--- src/source/bus_result.sv ---
`timescale 1ns/1ps
`default_nettype none

module bus_result (
    input  wire         core_clk,
    input  wire         rst,
    input  wire         req,
    input  wire         rsp_valid,
    input  wire  [31:0] rsp_rdata,
    input  wire         rsp_err,
    output logic        ack,
    output logic [31:0] rdata,
    output logic        err
);

    // ack half of the four-phase handshake
    always_ff @(posedge core_clk) begin
        if (rst) begin
            ack <= 1'b0;
            err <= 1'b0;
        end else if (rsp_valid) begin
            ack <= 1'b1;
            err <= rsp_err;
        end else if (!req) begin
            // host has let go, release ack
            ack <= 1'b0;
        end
    end

    // response data held while the host stalls with req high
    always_ff @(posedge core_clk) begin
        if (rsp_valid) begin
            rdata <= rsp_rdata;
        end
    end

    // the response answers a request still being held
    a_ack_under_req: assert property (
        @(posedge core_clk) disable iff (rst)
        $rose(ack) |-> $past(req)
    );

    // no second response while the host stalls
    a_ack_stable: assert property (
        @(posedge core_clk) disable iff (rst)
        ack && req |=> ack && $stable(rdata) && $stable(err)
    );

endmodule

`default_nettype wire

--- config.mk ---
export PLATFORM = sky130hd
export DESIGN_NAME = bus_result
export DESIGN_NICKNAME = d
export VERILOG_FILES = /design/src/source/bus_result.sv
export SDC_FILE = /design/constraint.sdc
export NUM_CORES = 1
export LEC_CHECK = 0
export ABC_CLOCK_PERIOD_IN_PS = 800
export BUFFER_PORTS_ARGS = -buffer_cell sky130_fd_sc_hd__buf_2
export CORE_ASPECT_RATIO = 0.7
export CORE_MARGIN = 8
export CORE_UTILIZATION = 39
export DETAILED_ROUTE_END_ITERATION = 10
export PLACE_DENSITY = 0.76
export SETUP_SLACK_MARGIN = 0.02
export SLEW_MARGIN = 10
export SYNTH_ARGS = -nofsm -noshare
export SYNTH_HDL_FRONTEND = slang
export SYNTH_SLANG_ARGS = --single-unit
--- constraint.sdc ---
create_clock -name core_clk -period 0.8 [get_ports core_clk]
set_clock_uncertainty 0.1 [all_clocks]
set_input_delay 0.04 -clock core_clk [delete_from_list [all_inputs] [get_ports core_clk]]
set_output_delay 0.04 -clock core_clk [all_outputs]
set_load 0.005 [all_outputs]
Word level (Yosys, flattened, before mapping) --
Cells that the tools add are included.
Storage, ports and cells: input bits 37, bits in registers 34
Cells by class: mux-type cells 2, equality and inequality tests 1
Operators by type and width (number):
- $mux 1 | 2
- $ne 2x1->1 const B | 1

Longest topological paths before layout --
depth in word-level cells 2, mapped depth 2, depth with buffers taken out 2

Worst setup path after synthesis --
Ideal clock, no wire load.
path kind register to register, start point register err (netlist name), end point register err, period minus slack after synthesis 664 ps, arrival 450 ps, data required time 586 ps, slack 136 ps, setup time 114 ps, cell stages (with the launch flop) 3, buffers on the path 0, path through dfxtp_1 -> mux2i_1 -> nor2_1
RTL lines:
- to (signal assigned) | RTL line 23 | err <= rsp_err;
- to (decl) | RTL line 13 | output logic err

Final worst setup path --
start point register rdata[19], end point output port rdata[19]
RTL lines:
- from (decl) | RTL line 12 | output logic [31:0] rdata,
- from (signal assigned) | RTL line 33 | rdata <= rsp_rdata;
No word-level cell between the ends.

==> run_results.csv <==
group,metric,value,unit
setup_path,cp.arrival,0.81,ns
cts,path_clk_slew,0.07,ns
min_path,hold_class,"input pin to flip-flop",
setup_path,crit_chain,"buf_2",
synthesis,syn_area,0.00102,mm2
floorplan,core,0.00248,mm2
power_and_ir_drop,powerDensity,2270,mW/mm2
synthesis,synth_top_family_by_area,"multiplexers",
synthesis,synth_common_cells,"edfxtp_1 (32), dfxtp_1 (2), nor2_1 (2), a21oi_1 (1), mux2i_1 (1)",
cts,postCtsSetupRepairBufs,0,
place,numPortBuffers,70,
drt,ant_nets,0,
final_layout,instances_no_fill,185,
final_layout,antennaDiodeCount,0,
synthesis,yosysSeqAreaShare,97.8,%
sta,slew-limit-headroom,91.5,%
setup_path,critPathMaxStageDelay,0.39,ns
synthesis,synth_ff_type,"edfxtp_1",
synthesis,avgSynthCellArea,26.9,um2
sta,hold_slack,-0.0324,ns
cts,clock_latency,0.27,ns
synthesis,yosysWarnings,0,
place,routabilityCongestion,0.648,
synthesis,ys_ff_latch,34,
floorplan,num_rows,15,
sta,worstMarginPinSlew,0.124,ns
floorplan,dieArea,0.00455,mm2
cts,cts-root-buf,"clkbuf_8",
synthesis,yosys-mux-area-fraction,0.978,%
synthesis,syn-num-nets,75,
global_route,grt_pass1_vias,934,
global_route,grt_max_degree,21,
sta,rsz0062_at_grt,"true",
sta,maxSlewViolCount,0,
cts,cts_hold_buffers,34,
synthesis,netlist.area_leader.share,93.9,%
sta,hold_violations,1,
drt,vias,800,
drt,wl_per_cell,17.0,um
drt,wl,3150,um
drt,drtIter0Drc,37,
final_layout,final_area,0.00194,mm2
setup_path,crit_type,"flip-flop to primary output",
place,placed_cell_area,0.00146,mm2
setup_path,path_buf_inv,1,
synthesis,synth_top_area_cell,"edfxtp_1",
final_layout,syn_to_final_growth,89.7,%
setup_path,crit_required,0.66,ns
synthesis,synth_fa_ha_area_share,0,%
setup_path,critPathSlowestCell,"edfxtp_1",
place,placed_cells,144,
drt,first_pass_iters,4,
cts,cts_max_path_buffers,2,
synthesis,synth_simple_gate_area_share,0.733,%
global_route,grt_first_pass_wirelength,4750,um
floorplan,ios,71,
final_layout,drive_above_1_share,53.0,%
synthesis,yosysMostFrequentCell,"edfxtp_1",
cts,clock_sinks,34,
drt,drc,0,
synthesis,synth_edf_count,32,
setup_path,cp_top_family,"flip-flops",
global_route,gr-total-overflow,0,
synthesis,synth-xor-area-share,0,%
synthesis,syn_inst,38,
run,maxCapViolCount,0,
setup_path,cp-start-kind,"flip-flop",
synthesis,synth-compound-area-share,0.489,%
cts,numCtsBuffers,5,
outcome,status,"complete, but fails checks",
synthesis,synth_top_cells_by_area,"edfxtp_1 (94%), dfxtp_1 (3.9%), mux2i_1 (0.98%)",
sta,finalWorstSetupSlack,-0.155,ns
synthesis,synth-async-reset-ratio,0,%
sta,fin_crit,0.955,ns
drt,viasPerCell,4.32,
sta,period_share,119,%
sta,setup-violations-final,34,
synthesis,synth_cell_types,5,
outcome,violations,"hold timing, setup timing",
power_and_ir_drop,peakVddDrop,0.00142,V
global_route,track_usage,14.0,%
sta,tns,-3.67,ns
power_and_ir_drop,total_leakage_power,0.853,nW
sta,fmax,1050,MHz
floorplan,start_util,41.3,%
cts,cts_tree,"built",
cts,htree_levels,2,
final_layout,final_nets,187,
floorplan,die_h,58.9,um
setup_path,end_kind,"primary output",
global_route,antenna_found_initial,0,
setup_path,path_max_fanout,1,
floorplan,die_x,77.2,um
[metal layers]
| layer | part of all wire (%) | vias up | GRT usage, % |
|---|---|---|---|
| li1 | - | 373 | - |
| met1 | 36 | 378 | 12.9 |
| met2 | 52 | 47 | 25.0 |
| met3 | 12 | 2 | 8.81 |
| met4 | 0.32 | 0 | 4.81 |
| met5 | 0 | - | 0 |
[state kept, by name (all words and copies together) (netlist names)]
signal / flops
ack: 1
err: 1
rdata: 32
[through the flow]
stage               power [mW]  setup WS, ns  hold WS [ns]  util [%]
global placement          2.47        0.0409         0.113      58.8
global route              4.54        -0.192       -0.0202      78.4
CTS                       4.44        -0.162       -0.0708      78.2
floorplan                 2.20         0.136        0.0124         -
finish                    4.40        -0.155       -0.0324      78.4
detailed placement        2.48        0.0173         0.116      58.8
[report_power, final]
part	switching, mW	total [mW]	internal (mW)
combinational	0.172	0.455	0.284
clock	0.576	1.81	1.23
sequential	0.0369	2.14	2.10
total	0.785	4.40	3.61
[placed cells by master, fill, tap and decap left out]
cell type,n
bufinv_16,2
buf_2,67
clkbuf_8,5
dfxtp_2,2
dlygate4sd3_1,33
clkinv_1,1
edfxtp_1,32
nor2_1,2
a21oi_1,1
buf_12,2
dlymetal6s4s_1,1
mux2i_1,1
buf_6,2
[area by class of cell]
class,instances,area [um2]
sequential,34,1000
fill,140,536
multi-input combinational,4,22.5
clock inverter,3,63.8
tap,34,42.5
timing repair buffer,105,741
clock buffer,5,68.8
[timing repair]
action,in CTS,in global routing
pin swaps,0,1
endpoints found under the hold margin,34,1
setup endpoints to repair,34,36
gates resized for setup,3,2
[worst paths after layout]
check | start | slack [ns] | endpoint | depth (start not counted)
min | req | -0.03 | ack | 3
max reg2reg | ack | 0.07 | ack | 2
min reg2reg | err | 0.44 | err | 2
max | rdata[19] | -0.15 | rdata[19] | 1
[logic make-up (layout without fill, tap and decap cells)]
group | after synthesis | in the layout
compound gates | 1 | 1
flops | 34 | 34
simple gates | 2 | 2
mux | 1 | 1
buf+inv | 0 | 113
(Power assumes the default switching activity.)
