`config.mk`:
```
export PLATFORM = sky130hd
export DESIGN_NAME = parallel_output
export DESIGN_NICKNAME = d
export VERILOG_FILES = /design/src/source/parallel_output.sv
export SDC_FILE = /design/constraint.sdc
export NUM_CORES = 1
export LEC_CHECK = 0
export CORE_MARGIN = 2
export CORE_UTILIZATION = 60
export CTS_CLUSTER_SIZE = 10
export DETAILED_ROUTE_END_ITERATION = 10
export DONT_BUFFER_PORTS = 1
export MAX_ROUTING_LAYER = met4
export PLACE_DENSITY = 0.88
export SKIP_CTS_REPAIR_TIMING = 1
export SLEW_MARGIN = 20
export SYNTH_ARGS = -nofsm -noshare
export SYNTH_HDL_FRONTEND = slang
export SYNTH_SLANG_ARGS = --single-unit
```
`constraint.sdc`:
```
create_clock -name core_clk -period 1.3 [get_ports core_clk]
set_input_delay 0.39 -clock core_clk [delete_from_list [all_inputs] [get_ports core_clk]]
set_output_delay 0.39 -clock core_clk [all_outputs]
set_load 0.02 [all_outputs]
```
`src/source/parallel_output.sv`:
```
`timescale 1ns/1ps
`default_nettype none

module parallel_output (
    input  wire         core_clk,
    input  wire         rst,
    input  wire         ren,
    input  wire         wen,
    input  wire  [31:0] wdata,
    input  wire  [3:0]  wmask,
    output logic [31:0] rdata,
    output logic        done,
    output logic [31:0] io
);

    logic [31:0] out_q;

    always_ff @(posedge core_clk) begin
        if (rst) begin
            out_q <= 32'd0;
            done  <= 1'b0;
        end else begin
            done <= ren | wen;
            if (wen) begin
                for (int b = 0; b < 4; b++) begin
                    if (wmask[b]) begin
                        out_q[8*b +: 8] <= wdata[8*b +: 8];
                    end
                end
            end
        end
    end

    // read back of the latch as it was before this cycle
    always_ff @(posedge core_clk) begin
        if (ren) begin
            rdata <= out_q;
        end
    end

    // pins follow the latch directly
    assign io = out_q;

endmodule

`default_nettype wire

```
== Yosys cells after proc, flatten, opt, wreduce, memory -nomap -nowiden ==
Index checks and enable logic that the tools add are counted.

* Register bits after elaboration: 65
* Latch bits: 0
* Bits in writable memories: 0
* Bits in read-only memories: 0
* Bits of input ports: 40
* Output and inout port bits: 65
* Memories kept: 0

* $add $sub $neg: 0
* Multiply operators: 0
* Divide/modulo/power cells: 0
* Order comparisons: 0
* Eq/ne operators: 0
* Shift-type cells: 0
* Mux-type cells: 0
* Bitwise logic cells: 1
* Reductions and logical operators: 4

{| class="wikitable"
|+ Operator list
! cell !! count
|-
| $reduce_and 2->1 || 4
|-
| $or 1x1->1 || 1
|}

== Depth between registers and ports, before layout ==
* Depth in word-level cells: 1
* Mapped depth: 4
* Gate-level depth less buffers: 2

== Least setup slack after synthesis ==
Ideal clock, no wire load.

* Path kind: input-to-reg
* From: input port wmask[0]
* To: register out_q[0], in the netlist io[0]
* Library setup time: 0.066 ns
* Arrival time: 0.919 ns
* Setup slack: 0.315 ns
* Cell stages on the path: 4
* Cells stage by stage: buf_6 > buf_6 > a21bo_1 > a21oi_2

* Cells in the longest elaborated chain, start to end: 1

{| class="wikitable"
|+ RTL lines
! element !! line !! RTL
|-
| from (decl) || 10 || <nowiki>input wire [3:0] wmask,</nowiki>
|-
| $reduce_and 2->1 (no source line) || - ||
|-
| to (signal, indexed assignment) || 27 || <nowiki>out_q[8*b +: 8] <= wdata[8*b +: 8];</nowiki>
|-
| to (decl) || 16 || <nowiki>logic [31:0] out_q;</nowiki>
|}

No other way between the ends.
A chain may end at the register's enable or synchronous reset.

== Final worst setup path ==
* From: register rdata[11]
* To: output port rdata[11]

{| class="wikitable"
|+ RTL lines
! element !! line !! RTL
|-
| from (decl) || 11 || <nowiki>output logic [31:0] rdata,</nowiki>
|-
| from (signal assigned) || 37 || <nowiki>rdata <= out_q;</nowiki>
|}

No word-level cell between the ends.

==> results.sh <==
export IMPL_die_area_mm2=0.00469
export IMPL_drive_gt1_share_pct=16.2
export IMPL_synth_seq_area_share_pct=65.1
export IMPL_post_route_period_util_pct=93.1
export IMPL_area_growth_pct=2.11
export IMPL_outcome="completed"
export IMPL_critical_path_class="reg -> out"
export IMPL_regArea_mm2=0.00162
export IMPL_cts_max_level=3
export IMPL_rows=23
export IMPL_fin_tns_setup_ps=0
export IMPL_insertion_delay_ps=320
export IMPL_arrival_ps=820
export IMPL_p_total_w=0.00396
export IMPL_clockPowerShare_pct=35.1
export IMPL_final_common_cell="dfxtp_1"
export IMPL_clock_skew_ps=3.27
export IMPL_grt_max_degree=66
export IMPL_cp_required_ps=910
export IMPL_cp_max_fo=1
export IMPL_cts_clk_slew_worst_paths_ps=60
export IMPL_nets=214
export IMPL_drt_total_wl_um=4670
export IMPL_multiInputGateArea_um2=701
export IMPL_clock_path_buffers=2
export IMPL_viasPerCell=6.16
export IMPL_clockRootBuffer="clkbuf_8"
export IMPL_internal_power_w=0.00308
export IMPL_synth_area_mm2=0.00249
export IMPL_switching_share_pct=22.3
export IMPL_crit_path_end_kind="output port"
export IMPL_start_util_pct=62.3
export IMPL_drtAntennaViolNets=0
export IMPL_hold_viol_final=0
export IMPL_setup_ws_ps=90.3
export IMPL_rsz0062_at_grt="false"
export IMPL_fmaxAchievable_mhz=827
export IMPL_final_max_slew_viol_count=0
export IMPL_yosys_warnings=0
export IMPL_vias=1410
export IMPL_maxSlewHeadroom_pct=80.8
export IMPL_gr_total_overflow=0
export IMPL_grt_pass1_wl_um=6490
export IMPL_preCtsSetupSlack_ps=343
export IMPL_numClockSinks=65
export IMPL_syn_area_per_cell_um2=13.7
export IMPL_die_x_um=68.5
export IMPL_die_y_um=68.5
export IMPL_track_usage_pct=20.6
export IMPL_syn_inst=182
export IMPL_diodes=0
export IMPL_dr_pass1_iters=4
export IMPL_wl_per_cell_um=20.4
export IMPL_io_buffers=0
export IMPL_antenna_found_initial=0
export IMPL_synth_seq_cells=65
export IMPL_synth_distinct_cells=12
export IMPL_dp_hpwl_um=3020
export IMPL_cts_tree="done"
export IMPL_power_switching_w=0.000882
export IMPL_synth_nets=222
export IMPL_grt_pass1_vias=1338
export IMPL_drt_iter0_markers=58
export IMPL_layout_cells_most_common_list="dfxtp_1, nand3_1, edfxtp_1, a21bo_1, a21oi_1"
export IMPL_peakVddDrop_v=0.000856
export IMPL_ios=105
export IMPL_seqPwrFrac_pct=62.2
export IMPL_gp_congestion=0.682
export IMPL_period_minus_slack_ps=1210
export IMPL_numCtsBuffers=9
export IMPL_power_frac_comb_pct=2.7
export IMPL_worst_setup_path_start_kind="flip-flop"
export IMPL_fp_coreArea_mm2=0.00400
export IMPL_cap_violations=0
export IMPL_hp_class="in -> reg"
export IMPL_fillers=295
export IMPL_tightestPinTransition_ps=288
export IMPL_p_per_area_mw_per_mm2=1560
export IMPL_drc=0
export IMPL_p_leak_nw=0.885
export IMPL_setup_viol=0
==> power groups by stage <==
stage	clock, W	sequential [W]	combinational (W)
after floorplan	0	0.00248	0.000197
after global placement	0	0.00250	0.0000987
after detailed placement	0	0.00251	0.000107
after CTS	0.00142	0.00247	0.000107
after global routing	0.00152	0.00247	0.000116
final	0.00139	0.00246	0.000106
==> worst paths after layout <==
kind               endpoint      start  slack [ps]  cells past startpoint
setup / recovery  rdata[11]  rdata[11]          90                      0
hold / removal       io[13]        rst         120                      1
setup reg to reg     io[10]     io[10]         330                      2
hold reg to reg   rdata[11]     io[11]         580                      0
==> Yosys cell counts (all sizes together) <==
library cell / number / area [µm²]
clkbuf: 1 / 3.75
buf: 18 / 166
nand3: 32 / 160
edfxtp: 32 / 961
dfxtp: 33 / 661
a21bo: 32 / 320
nor2: 2 / 7.51
a21oi: 32 / 213
==> flip-flops by register name (all words and copies together) (netlist names) <==
register and flops:
io 32, rdata 32, done 1
==> per-layer routing <==
metal	share of wire [%]	global-route usage [%]	wire, µm
met1	39	21.7	1850
met2	52	32.6	2410
met3	7.5	8.88	350
met4	1.5	11.0	69
met5	0	-	0
==> cell type report <==
| type | instances | share of cell area [%] |
|---|---|---|
| Sequential cell | 65 | 63.7 |
| Multi-Input combinational cell | 98 | 27.5 |
| Clock buffer | 15 | 6.15 |
| Tap cell | 50 | 2.46 |
| Clock inverter | 1 | 0.147 |
==> stage by stage <==
step | instance area [µm²] | cells | utilization, % | hold WS [ps]
final | 2540 | 229 | 63.6 | 121
after global routing | 2540 | 229 | 63.6 | 98.2
after CTS | 2540 | 229 | 63.6 | 106
after detailed placement | 2380 | 213 | 59.6 | 458
after global placement | 2380 | 213 | 59.6 | 457
after floorplan | 2490 | 182 | - | 502
==> logic make-up after synthesis <==
group	synth area share, %
AOI/OAI and AO/OA	21.4
DFF	65.1
buffers and inverters	6.83
and+or+nand+nor	6.73
(Power assumes the default switching activity.)
