File: src/source/soc_bus_pkg.sv
`default_nettype none

package soc_bus_pkg;

    // data memory size in 32-bit words
    localparam int MEM_WORDS = 256;
    localparam int MEM_INDEX_W = 8;

    // address bits above the word index and byte offset
    localparam int MEM_HIGH_W = 32 - MEM_INDEX_W - 2;

    // parallel output region
    localparam logic [31:0] IO_BASE = 32'h8000_0000;
    localparam int IO_TAG_W = 20;
    localparam logic [IO_TAG_W-1:0] IO_TAG = IO_BASE[31:32-IO_TAG_W];

    // register select of the output latch inside the io region
    localparam logic [1:0] IO_REG_OUT = 2'd0;

    // decoded target of a transfer
    typedef enum logic [1:0] {
        REGION_MEM  = 2'd0,
        REGION_IO   = 2'd1,
        REGION_NONE = 2'd2
    } region_e;

    // memory view with the word index below the high bits
    typedef struct packed {
        logic [MEM_HIGH_W-1:0]  high;
        logic [MEM_INDEX_W-1:0] index;
        logic [1:0]             offset;
    } mem_view_t;

    // io view with the tag on top and the register select at the bottom
    typedef struct packed {
        logic [IO_TAG_W-1:0]       tag;
        logic [32-IO_TAG_W-2-1:0]  unused;
        logic [1:0]                reg_sel;
    } io_view_t;

    // one bus address seen through both decoders
    typedef union packed {
        mem_view_t mem_view;
        io_view_t  io_view;
    } bus_addr_u;

endpackage

`default_nettype wire

File: src/source/bus_decode.sv
`timescale 1ns/1ps
`default_nettype none

module bus_decode (
    input  wire                   core_clk,
    input  wire                   rst,
    input  wire                   req,
    input  wire                   wen,
    input  wire  [31:0]           addr,
    input  wire  [31:0]           wdata,
    input  wire  [3:0]            wmask,
    output logic                  cmd_valid,
    output soc_bus_pkg::region_e  cmd_region,
    output logic                  cmd_wen,
    output logic [7:0]            cmd_index,
    output logic [1:0]            cmd_reg_sel,
    output logic [31:0]           cmd_wdata,
    output logic [3:0]            cmd_wmask
);

    soc_bus_pkg::bus_addr_u addr_u;
    soc_bus_pkg::region_e   region;
    logic                   req_q;
    logic                   req_rise;

    // same address word, read through both views
    assign addr_u = addr;

    // a new request starts on the low to high edge of req
    assign req_rise = req & ~req_q;

    always_comb begin
        if (addr_u.mem_view.high == '0) begin
            region = soc_bus_pkg::REGION_MEM;
        end else if (addr_u.io_view.tag == soc_bus_pkg::IO_TAG &&
                     addr_u.io_view.reg_sel == soc_bus_pkg::IO_REG_OUT) begin
            region = soc_bus_pkg::REGION_IO;
        end else begin
            region = soc_bus_pkg::REGION_NONE;
        end
    end

    always_ff @(posedge core_clk) begin
        if (rst) begin
            req_q     <= 1'b0;
            cmd_valid <= 1'b0;
        end else begin
            req_q     <= req;
            cmd_valid <= req_rise;
        end
    end

    // command fields, held until the next request
    always_ff @(posedge core_clk) begin
        if (req_rise) begin
            cmd_region  <= region;
            cmd_wen     <= wen;
            cmd_index   <= addr_u.mem_view.index;
            cmd_reg_sel <= addr_u.io_view.reg_sel;
            cmd_wdata   <= wdata;
            cmd_wmask   <= wmask;
        end
    end

    // one command per request, even with req held high
    a_single_cmd: assert property (
        @(posedge core_clk) disable iff (rst)
        cmd_valid |=> !cmd_valid
    );

endmodule

`default_nettype wire

File: config.mk
export PLATFORM = sky130hd
export DESIGN_NAME = bus_decode
export DESIGN_NICKNAME = d
export VERILOG_FILES = /design/src/source/soc_bus_pkg.sv /design/src/source/bus_decode.sv
export SDC_FILE = /design/constraint.sdc
export NUM_CORES = 1
export LEC_CHECK = 0
export BUFFER_PORTS_ARGS = -buffer_cell sky130_fd_sc_hd__buf_2
export CELL_PAD_IN_SITES_DETAIL_PLACEMENT = 1
export CELL_PAD_IN_SITES_GLOBAL_PLACEMENT = 1
export CORE_ASPECT_RATIO = 1.75
export CORE_UTILIZATION = 30
export CTS_BUF_LIST = sky130_fd_sc_hd__clkbuf_8
export DETAILED_ROUTE_END_ITERATION = 8
export GPL_ROUTABILITY_DRIVEN = 0
export GPL_TIMING_DRIVEN = 0
export PLACE_DENSITY_LB_ADDON = 0.1
export SLEW_MARGIN = 20
export SYNTH_ARGS = -nofsm -noshare
export SYNTH_HDL_FRONTEND = slang
export SYNTH_SLANG_ARGS = --single-unit
File: constraint.sdc
create_clock -name core_clk -period 3.6 [get_ports core_clk]
set_input_delay 0.18 -clock core_clk [delete_from_list [all_inputs] [get_ports core_clk]]
set_output_delay 0.18 -clock core_clk [all_outputs]
set_load 0.05 [all_outputs]
# Yosys cells after proc, flatten, opt, wreduce, memory -nomap -nowiden
# Cells that the tools add are included.
# op_classes
eq_ne,1
n_mux,1
bitwise,2
reduce_logical,3
# ops
operator,n
22-bit zero test,1
20-bit equality test (second input constant),1
2-bit zero test,1
2-bit two-way mux,1
1-bit AND,1
1-bit logical AND,1
1-bit inverter,1
# totals
ff_bits,51
in_bits,72
output_inout_bits,50

# Longest topological paths before layout
# depth
depth_word,3
ltp_mapped,3

# Least setup slack after synthesis
# Ideal clock, no wire load.
# synth_timing
path_type,flip-flop to flip-flop
startpoint,reg req_q
endpoint,reg cmd_index[0] (enable)
setup_time_ps,461
arrival_time_ps,2481
required_time_ps,3139
path_slack_ps,658
stages_incl_launch_ff,2
cell_sequence,dfxtp_1 nor2b_1
# synth_between
elab_chain_cells,2
# synth_lines
item,line_no,text
from (decl),bus_decode.sv:23,logic req_q;
from (signal assigned),bus_decode.sv:48,req_q <= req;
1-bit inverter,bus_decode.sv:30,assign req_rise = req & ~req_q;
1-bit AND,bus_decode.sv:30,
named net req_rise,bus_decode.sv:24,logic req_rise;
to (signal assigned),bus_decode.sv:58,cmd_index <= addr_u.mem_view.index;
to (decl),bus_decode.sv:15,"output logic [7:0] cmd_index,"
# The timed path passes the listed nets, and every way through them passes these cells.
# A chain may end at the register's enable or synchronous reset.

# Final worst setup path
# layout_timing
startpoint,reg req_q
endpoint,reg cmd_wdata[30] (enable)
# layout_between
elab_chain_cells,2
# layout_lines
item,line_no,text
1-bit inverter,bus_decode.sv:30,
1-bit AND,bus_decode.sv:30,
named net req_rise,bus_decode.sv:24,
to (signal assigned),bus_decode.sv:60,cmd_wdata <= wdata;
to (decl),bus_decode.sv:17,"output logic [31:0] cmd_wdata,"
# The timed path passes the listed nets, and every way through them passes these cells.

==> impl_metrics.env <==
export IMPL_setup_worst_path_start_class="flop"
export IMPL_max_cap_viol_count=0
export IMPL_fin_nets=266
export IMPL_path_class="reg -> reg"
export IMPL_critPathLaunch="req_q"
export IMPL_grt_pass1_wl_um=5560
export IMPL_clock_path_buffers=2
export IMPL_setup_viol=0
export IMPL_synth_fp_nets=137
export IMPL_worstHoldPathCells=2
export IMPL_die_area_mm2=0.00564
export IMPL_peakVddDrop_v=0.000238
export IMPL_worst_pin_slew_ps=627
export IMPL_r2r_end="cmd_wdata[30]"
export IMPL_leakagePower_nw=1.05
export IMPL_max_slew_margin_rel_pct=58.1
export IMPL_syn2layout_area_growth_pct=50.5
export IMPL_diodes=0
export IMPL_grt_max_degree=31
export IMPL_firstDrtPassIters=8
export IMPL_cts_setup_buffers=0
export IMPL_rrSetupSlack_ps=2150
export IMPL_fin_setup_tns_ps=0
export IMPL_grt_overflow_total=0
export IMPL_netlist_area_mm2=0.00160
export IMPL_cts_htree_levels=2
export IMPL_path_cells="nor2b_4 > buf_12"
export IMPL_path_max_fanout=30
export IMPL_ff2ff_path_depth=2
export IMPL_die_w_um=57.2
export IMPL_portBuffers=121
export IMPL_fmax_mhz=688
export IMPL_seq_area_frac_synth_pct=94.5
export IMPL_die_y_um=98.6
export IMPL_timing_rr_start="req_q"
export IMPL_fin_util_pct=47.6
export IMPL_viasPerCell=4.60
export IMPL_min_period_ps=1450
export IMPL_syn_area_per_cell_um2=24.6
export IMPL_skew_ps=2.68
export IMPL_track_usage_pct=13.4
export IMPL_cts_tree="built"
export IMPL_ys_warn_count=0
export IMPL_cts_reportedPaths_clkPinSlew_ps=90
export IMPL_grt_setup_unrepaired="no"
export IMPL_yosysUniqueCellTypes=11
export IMPL_drtIter0Drc=25
export IMPL_drc=7
export IMPL_start_util_pct=31.6
export IMPL_ctsResizeCount=0
export IMPL_drive_above_1_share_pct=66.7
export IMPL_ioPinCount=122
export IMPL_hold_class="in -> reg"
export IMPL_cellPowerDensity_mw_per_mm2=527
export IMPL_antenna_found_initial=0
export IMPL_cts_sinks=51
export IMPL_rows=34
export IMPL_routedWlPerCell_um=15.0
export IMPL_clkLatencyLatePin_ps=300
export IMPL_cp_required_ps=3600
export IMPL_critPathCapture="cmd_wdata[30]"
export IMPL_numCtsBuffers=5
export IMPL_critical_path_max_stage_delay_ps=520
export IMPL_min_period_over_period_pct=40.4
export IMPL_cts_hold_buffers=0
export IMPL_clock_root_buffer="clkbuf_8"
export IMPL_core_mm2=0.00506
export IMPL_crit_slowest_cell="nor2b_4"
export IMPL_finalHoldViolations=0
export IMPL_endpoint_kind="flop"
export IMPL_vias=1145
export IMPL_ys_ff_latch=51
export IMPL_fillers=548
export IMPL_postSynthCellCount=65
export IMPL_wl_um=3720
export IMPL_violations="DRC"
export IMPL_drv_slew=0
export IMPL_status="complete, but fails checks"
export IMPL_route_antenna_remaining_nets=0
export IMPL_grt_pass1_vias=1261
export IMPL_crit_arrival_ps=1460
-- per-layer routing --
layer / share of wire (%) / vias up / GRT usage [%]
met1: 30 / 540 / 12.2
met2: 56 / 77 / 24.7
met5: 0 / - / 0
li1: - / 518 / -
met4: 2.9 / 0 / 7.32
met3: 11 / 10 / 4.86
-- cell usage in the layout (no fill, tap or decap), drive strengths merged --
cell type,netlist,final
nor2b,3,3
edfxtp,49,49
nor4,4,4
nand3,1,1
clkinv,0,2
or4b,1,1
nor3,1,1
clkbuf,0,5
buf,0,122
nor2,1,1
bufinv,0,1
or4,1,1
nand2,1,1
a211o,1,1
dfxtp,2,2
-- kinds of logic (layout without fill, tap and decap cells) --
logic type	count (synthesis)	in the layout	share of synthesized area, %
buffers and inverters	0	130	0
DFF	51	51	94.5
AOI/OAI and AO/OA	1	1	0.548
and+or+nand+nor	13	13	4.93
-- cell usage after synthesis --
cell type | n | area share (%)
or4b_1 | 1 | 0.63
dfxtp_1 | 2 | 2.5
nand3_1 | 1 | 0.31
nor3_1 | 1 | 0.31
edfxtp_1 | 49 | 92
nor2b_1 | 3 | 1.2
nand2_1 | 1 | 0.23
nor4_1 | 4 | 1.6
a211o_1 | 1 | 0.55
nor2_1 | 1 | 0.23
or4_1 | 1 | 0.47
-- registers in the layout, indices dropped and copies added, names as in the netlist --
register and flops:
cmd_index 8, cmd_wdata 32, req_q 1, cmd_reg_sel 2
cmd_wen 1, cmd_valid 1, cmd_region 2, cmd_wmask 4
-- worst max-delay path: cells and delay by family, from the launching register on --
| kind | cells | cell delay (ps) |
|---|---|---|
| buf+inv | 1 | 280 |
| simple gates | 1 | 520 |
| flops | 1 | 340 |
-- how the worst min path moves through the flow --
stage	to	start	slack [ps]
finish	req_q	rst	40
floorplan	req_q	rst	260
global route	cmd_wdata[8]	wdata[8]	30
global placement	req_q	rst	350
CTS	req_q	rst	30
detailed placement	req_q	rst	350
-- final cells by class --
cell class	instances	area (um^2)	share of cell area, %
Clock buffer	5	68.8	2.86
Clock inverter	3	38.8	1.61
Timing Repair Buffer	122	626	26.0
Multi-Input combinational cell	14	95.1	3.95
Sequential cell	51	1510	62.8
Tap cell	54	67.6	2.81
-- power breakdown --
part | internal, mW | switching [mW]
Sequential | 0.687 | 0.00719
Combinational | 0.0511 | 0.141
Clock | 0.204 | 0.178
-- through the flow --
stage / total power [mW] / worst slack, ps / hold slack (ps) / cell area (um^2) / cells
2_1_floorplan: 0.829 / 658 / 259 / 1600 / 65
3_3_place_gp: 0.895 / -69.4 / 350 / 2270 / 240
3_5_place_dp: 0.903 / 2130 / 352 / 2300 / 241
4_1_cts: 1.29 / 2130 / 28.6 / 2410 / 249
5_1_grt: 1.32 / 2070 / 28.6 / 2410 / 249
6_report: 1.27 / 2150 / 38.9 / 2410 / 249
Note: power is estimated with default switching activity, not from simulation.
