<file path="src/source/soc_bus_pkg.sv">
`default_nettype none

package soc_bus_pkg;

    // data memory size in 32-bit words
    localparam int MEM_WORDS = 256;
    localparam int MEM_INDEX_W = 8;

    // address bits above the word index and byte offset
    localparam int MEM_HIGH_W = 32 - MEM_INDEX_W - 2;

    // parallel output region
    localparam logic [31:0] IO_BASE = 32'h8000_0000;
    localparam int IO_TAG_W = 20;
    localparam logic [IO_TAG_W-1:0] IO_TAG = IO_BASE[31:32-IO_TAG_W];

    // register select of the output latch inside the io region
    localparam logic [1:0] IO_REG_OUT = 2'd0;

    // decoded target of a transfer
    typedef enum logic [1:0] {
        REGION_MEM  = 2'd0,
        REGION_IO   = 2'd1,
        REGION_NONE = 2'd2
    } region_e;

    // memory view with the word index below the high bits
    typedef struct packed {
        logic [MEM_HIGH_W-1:0]  high;
        logic [MEM_INDEX_W-1:0] index;
        logic [1:0]             offset;
    } mem_view_t;

    // io view with the tag on top and the register select at the bottom
    typedef struct packed {
        logic [IO_TAG_W-1:0]       tag;
        logic [32-IO_TAG_W-2-1:0]  unused;
        logic [1:0]                reg_sel;
    } io_view_t;

    // one bus address seen through both decoders
    typedef union packed {
        mem_view_t mem_view;
        io_view_t  io_view;
    } bus_addr_u;

endpackage

`default_nettype wire

</file>
<file path="src/source/bus_execute.sv">
`timescale 1ns/1ps
`default_nettype none

module bus_execute (
    input  wire                  core_clk,
    input  wire                  rst,
    input  wire                  cmd_valid,
    input  wire soc_bus_pkg::region_e cmd_region,
    input  wire                  cmd_wen,
    input  wire                  mem_done,
    input  wire  [31:0]          mem_rdata,
    input  wire                  io_done,
    input  wire  [31:0]          io_rdata,
    output logic                 mem_ren,
    output logic                 mem_wen,
    output logic                 io_ren,
    output logic                 io_wen,
    output logic                 rsp_valid,
    output logic [31:0]          rsp_rdata,
    output logic                 rsp_err
);

    // fsm state, low is idle and high is wait-done
    logic        state_wait;
    logic        sel_io;
    logic        err_q;
    logic        sel_done;
    logic [31:0] sel_rdata;

    always_ff @(posedge core_clk) begin
        if (rst) begin
            state_wait <= 1'b0;
            sel_io     <= 1'b0;
            err_q      <= 1'b0;
            mem_ren    <= 1'b0;
            mem_wen    <= 1'b0;
            io_ren     <= 1'b0;
            io_wen     <= 1'b0;
        end else begin
            // strobes and the error response last one cycle
            mem_ren <= 1'b0;
            mem_wen <= 1'b0;
            io_ren  <= 1'b0;
            io_wen  <= 1'b0;
            err_q   <= 1'b0;
            if (!state_wait) begin
                if (cmd_valid) begin
                    case (cmd_region)
                        soc_bus_pkg::REGION_MEM: begin
                            mem_ren    <= ~cmd_wen;
                            mem_wen    <= cmd_wen;
                            sel_io     <= 1'b0;
                            state_wait <= 1'b1;
                        end
                        soc_bus_pkg::REGION_IO: begin
                            io_ren     <= ~cmd_wen;
                            io_wen     <= cmd_wen;
                            sel_io     <= 1'b1;
                            state_wait <= 1'b1;
                        end
                        default: begin
                            // unmapped, answer without touching a device
                            err_q <= 1'b1;
                        end
                    endcase
                end
            end else if (sel_done) begin
                state_wait <= 1'b0;
            end
        end
    end

    assign sel_done  = sel_io ? io_done : mem_done;
    assign sel_rdata = sel_io ? io_rdata : mem_rdata;

    // device done passes straight through in the same cycle
    assign rsp_valid = err_q | (state_wait & sel_done);
    assign rsp_rdata = state_wait ? sel_rdata : 32'd0;
    assign rsp_err   = err_q;

    a_one_strobe: assert property (
        @(posedge core_clk) disable iff (rst)
        $onehot0({mem_ren, mem_wen, io_ren, io_wen})
    );

    // a device only answers a strobe this fsm issued
    a_no_stray_done: assert property (
        @(posedge core_clk) disable iff (rst)
        !state_wait |-> !(mem_done || io_done)
    );

endmodule

`default_nettype wire

</file>
<file path="config.mk">
export PLATFORM = sky130hd
export DESIGN_NAME = bus_execute
export DESIGN_NICKNAME = d
export VERILOG_FILES = /design/src/source/soc_bus_pkg.sv /design/src/source/bus_execute.sv
export SDC_FILE = /design/constraint.sdc
export NUM_CORES = 1
export LEC_CHECK = 0
export BUFFER_PORTS_ARGS = -buffer_cell sky130_fd_sc_hd__buf_2
export CAP_MARGIN = 10
export CORE_ASPECT_RATIO = 1.75
export CORE_MARGIN = 1.5
export CORE_UTILIZATION = 31
export DETAILED_ROUTE_END_ITERATION = 16
export HOLD_SLACK_MARGIN = 0.05
export PLACE_DENSITY = 0.89
export SKIP_CTS_REPAIR_TIMING = 1
export SLEW_MARGIN = 10
export SYNTH_ARGS = -nofsm -noshare
export SYNTH_HDL_FRONTEND = slang
export SYNTH_SLANG_ARGS = --single-unit
</file>
<file path="constraint.sdc">
create_clock -name core_clk -period 1.4 [get_ports core_clk]
set_input_delay 0.21 -clock core_clk [delete_from_list [all_inputs] [get_ports core_clk]]
set_output_delay 0.21 -clock core_clk [all_outputs]
set_load 0.01 [all_outputs]
</file>
Yosys cells after proc, flatten, opt, wreduce, memory -nomap -nowiden
Index checks and enable logic that the tools add are counted.
W data, S select, Z words.
{"block": "word_totals", "register_bits": 7, "latchBits": 0, "ramBits": 0, "rom_bits": 0, "input_bits": 72, "out_inout_bits": 38, "elab_cells": 31, "memories": 0}
{"block": "classes", "add_sub_neg": 0, "multipliers": 0, "n_div": 0, "order_cmp": 0, "n_eq_ne": 1, "n_shift": 0, "n_mux": 9, "n_bitwise": 7, "reduce_logical": 7}
{"op": "$mux W32", "n": 2}
{"op": "$reduce_or A4 Y1", "n": 2}
{"op": "$mux W1", "n": 6}
{"op": "$not A1 Y1", "n": 5}
{"op": "$reduce_and A3 Y1", "n": 1}
{"op": "$reduce_or A3 Y1", "n": 1}
{"op": "$eq A2 B1 Y1 const B", "n": 1}
{"op": "$logic_not A2 Y1", "n": 1}
{"op": "$pmux W1 S2", "n": 1}
{"op": "$reduce_bool A2 Y1", "n": 1}
{"op": "$reduce_or A2 Y1", "n": 1}
{"op": "$and A1 B1 Y1", "n": 1}
{"op": "$or A1 B1 Y1", "n": 1}

Logic depth before layout (Yosys ltp)
{"block": "logic_depth", "ltp_word": 5, "mapped_depth": 4, "mapped_depth_nobuf": 2}

Worst setup path before layout
No wires, ideal clock.
{"block": "synth_path", "kind": "reg2reg", "from": "reg state_wait", "to": "reg sel_io", "setup_ns": 0.075, "t_arrival_ns": 1.178, "required_time_ns": 1.325, "path_slack_ns": 0.147, "path_stages_with_launch": 5, "n_path_buf": 2, "cell_sequence": "dfxtp_1 buf_6 or4b_4 buf_6 o22ai_1"}
{"block": "synth_via", "elab_chain_len": 2}
{"element": "from (decl)", "line_no": "bus_execute.sv:24", "source": "logic state_wait;"}
{"element": "from (signal assigned)", "line_no": "bus_execute.sv:32", "source": "state_wait <= 1'b0;"}
{"element": "from (signal assigned)", "line_no": "bus_execute.sv:53", "source": "state_wait <= 1'b1;"}
{"element": "from (signal assigned)", "line_no": "bus_execute.sv:59", "source": "state_wait <= 1'b1;"}
{"element": "$not A1 Y1 (no line)"}
{"element": "$reduce_and A3 Y1 (no line)"}
{"element": "to (signal assigned)", "line_no": "bus_execute.sv:33", "source": "sel_io <= 1'b0;"}
{"element": "to (signal assigned)", "line_no": "bus_execute.sv:52", "source": "sel_io <= 1'b0;"}
{"element": "to (signal assigned)", "line_no": "bus_execute.sv:58", "source": "sel_io <= 1'b1;"}
{"element": "to (decl)", "line_no": "bus_execute.sv:25", "source": "logic sel_io;"}
No other way between the ends.
A chain may end at the register's enable or synchronous reset.

Worst setup path after layout
{"block": "layout_path", "from": "reg sel_io", "to": "out rsp_valid"}
{"block": "layout_via", "elab_chain_len": 3}
{"element": "$mux W1", "line_no": "bus_execute.sv:73", "source": "assign sel_done = sel_io ? io_done : mem_done;"}
{"element": "$and A1 B1 Y1", "line_no": "bus_execute.sv:77", "source": "assign rsp_valid = err_q | (state_wait & sel_done);"}
{"element": "$or A1 B1 Y1", "line_no": "bus_execute.sv:77"}
{"element": "to (decl)", "line_no": "bus_execute.sv:18", "source": "output logic rsp_valid,"}
No other way between the ends.

==> results.sh <==
export IMPL_cts_root_buffer="clkbuf_8"
export IMPL_grt_total_usage=0.1878
export IMPL_critPathBufInv=1
export IMPL_cts_tree="built"
export IMPL_startpoint_type="flop"
export IMPL_drt_pass1_iterations=2
export IMPL_sw_frac_of_total=0.2789
export IMPL_internal_power_uw=592.3
export IMPL_grt_pass1_wl_um=4409
export IMPL_syn_num_nets=168
export IMPL_max_stage_delay_ns=0.39
export IMPL_io_buffers=109
export IMPL_r2r_cells=2
export IMPL_finalNetCount=278
export IMPL_start_util=0.3268
export IMPL_reg2reg_to="mem_ren$_SDFF_PP0_"
export IMPL_worstSkewPairLatency_ns=0.23
export IMPL_power_frac_comb=0.399
export IMPL_pin_count=110
export IMPL_p_leak_nw=0.7951
export IMPL_wl_um=2819
export IMPL_end_kind="output port"
export IMPL_clk_pin_slew_ns=0.04
export IMPL_dp_hpwl_um=2315
export IMPL_hold_depth=2
export IMPL_clock_fmax_mhz=702.1
export IMPL_hp_start="rst"
export IMPL_grt_pass1_vias=1082
export IMPL_worst_pin_slew_ns=0.1503
export IMPL_dr_first_iter_drc_count=9
export IMPL_p_clk_frac=0.342
export IMPL_fin_util=0.5899
export IMPL_vias=1111
export IMPL_clock_path_buffers=2
export IMPL_drive_gt1_frac=0.5902
export IMPL_rsz0062_at_grt="true"
export IMPL_num_antenna_cells=0
export IMPL_ys_warn_count=0
export IMPL_crit_fanout=4
export IMPL_fin_crit_sh=1.017
export IMPL_hold_end="rsp_err$_SDFF_PP0_"
export IMPL_status="complete, but fails checks"
export IMPL_num_rows=24
export IMPL_syn_to_final_growth_pct=80.49
export IMPL_violations="setup timing"
export IMPL_die_area_mm2=0.002956
export IMPL_slew_viol_final=0
export IMPL_cp_slowest_cell="dfxtp_4"
export IMPL_p_per_area_mw_per_mm2=558.7
export IMPL_synth_cell_types=16
export IMPL_post_drt_wl_per_cell_um=12.20
export IMPL_peakVddDrop_mv=0.6258
export IMPL_cp_depth=3
export IMPL_cts_made_buffers=3
export IMPL_antenna_found_initial=0
export IMPL_dp_slack_ns=0.1931
export IMPL_slew_limit_headroom=0.8969
export IMPL_drtAntennaViolNets=0
export IMPL_crit_family="flip-flops"
export IMPL_gp_congestion=0.8114
export IMPL_crit_required_ns=1.19
export IMPL_seq_area_frac_synth=0.1720
export IMPL_ctsHtreeMaxLevel=1
export IMPL_reg2reg_from="state_wait$_SDFF_PP0_"
export IMPL_post_drt_via_cell_ratio=4.810
export IMPL_grt_max_degree=25
export IMPL_coreArea_mm2=0.002492
export IMPL_min_period_ns=1.424
export IMPL_route_detailed_drc=0
export IMPL_fin_skew_ns=0.0007296
export IMPL_synthCells=96
export IMPL_synth_seq_cells=7
export IMPL_switchingPower_uw=229.1
export IMPL_seq_power_share=0.259
export IMPL_clkSinkCount=7
export IMPL_synth_area_um2=814.5
export IMPL_cp_arrival_ns=1.21
export IMPL_dieHeight_um=70.81
export IMPL_crit_path_cell_trace="mux2_4, a21o_1, buf_2"
export IMPL_hp_class="input port to flop"
export IMPL_hold_viol_final=0
export IMPL_criticalPathCategory="flop to output port"
export IMPL_holdWs_ns=0.1791
export IMPL_fp_dieW_um=41.75
export IMPL_synth_avg_cell_area_um2=8.485
export IMPL_gr_total_overflow=0
export IMPL_layout_setup_ws_ns=-0.02428
export IMPL_ff2ff_setup_slack_ns=0.25
export IMPL_maxCapViolations=0
export IMPL_setup_viol=5
## flip-flops by register name, summed over array words and instances, names as in the netlist
name and flops:
mem_wen 1, sel_io 1, io_ren 1, mem_ren 1, state_wait 1, rsp_err 1
io_wen 1
## cells in the final DEF, fill, tap and decap left out, drive strengths merged
| master | n |
|---|---|
| nor3b | 1 |
| mux2i | 32 |
| clkbuf | 5 |
| or4b | 1 |
| buf | 113 |
| nor2b | 32 |
| inv | 2 |
| mux2 | 1 |
| nor3 | 5 |
| nand2b | 2 |
| dfxtp | 7 |
| o21ai | 1 |
| nand2 | 1 |
| a21o | 1 |
| o22ai | 1 |
## through the flow
step | total power, mW | cells | setup TNS [ns] | instance area, um^2
floorplan | 0.3740 | 96 | 0 | 814.5
global placement | 0.5257 | 226 | 0 | 1383
detailed placement | 0.5320 | 226 | 0 | 1383
CTS | 0.8172 | 230 | -0.3685 | 1428
global route | 0.8725 | 231 | -1.649 | 1470
finish | 0.8214 | 231 | -0.06276 | 1470
## logic make-up (layout without fill, tap and decap cells)
| group | count (synthesis) | count (layout) | share of synthesized area |
|---|---|---|---|
| AND/OR/NAND/NOR | 42 | 42 | 0.3226 |
| flip-flops | 7 | 7 | 0.1720 |
| buffers and inverters | 11 | 120 | 0.07527 |
| multiplexers | 33 | 33 | 0.4071 |
| AO/OA/AOI/OAI | 3 | 3 | 0.02304 |
## worst max-delay path by stage
| stage | startpoint | end | slack [ns] |
|---|---|---|---|
| global placement | sel_io$_SDFFE_PP0P_ | rsp_valid | 0.20 |
| CTS | sel_io$_SDFFE_PP0P_ | rsp_valid | -0.05 |
| global route | sel_io$_SDFFE_PP0P_ | rsp_rdata[2] | -0.07 |
| finish | sel_io$_SDFFE_PP0P_ | rsp_valid | -0.02 |
| detailed placement | sel_io$_SDFFE_PP0P_ | rsp_valid | 0.19 |
| floorplan | state_wait$_SDFF_PP0_ | sel_io$_SDFFE_PP0P_ | 0.15 |
## layer usage
metal  vias up  GRT usage  part of all wire
met2        88     0.3663              0.53
met1       477     0.1667              0.31
met4         0    0.06452            0.0067
li1        544          -                 -
met5         -          0                 0
met3         2    0.07398              0.15
## cell usage after synthesis
cell,n,area [um^2]
clkbuf_1,3,11.26
buf_6,2,22.52
o21ai_1,1,5.000
inv_1,2,7.510
mux2_1,1,11.26
dfxtp_1,7,140.1
nor3b_1,1,7.510
nor3_1,5,25.02
nand2b_1,2,12.51
mux2i_1,32,320.3
nor2b_1,32,200.2
buf_2,4,20.02
or4b_4,1,13.76
a21o_1,1,7.510
nand2_1,1,3.750
o22ai_1,1,6.260
## power groups by stage
stage / clock, mW / sequential, mW / combinational (mW)
after detailed placement: 0 / 0.215 / 0.317
final: 0.281 / 0.213 / 0.328
after global placement: 0 / 0.214 / 0.311
after global routing: 0.299 / 0.213 / 0.360
after CTS: 0.287 / 0.212 / 0.318
after floorplan: 0 / 0.213 / 0.161
## layout make-up
class,instances,area [um^2]
clock buffer,4,45.04
fill,236,1022
inverter,2,7.507
multi-input combinational,78,620.6
sequential,7,143.9
tap,26,32.53
timing repair buffer,114,620.6
(Power assumes the default switching activity.)
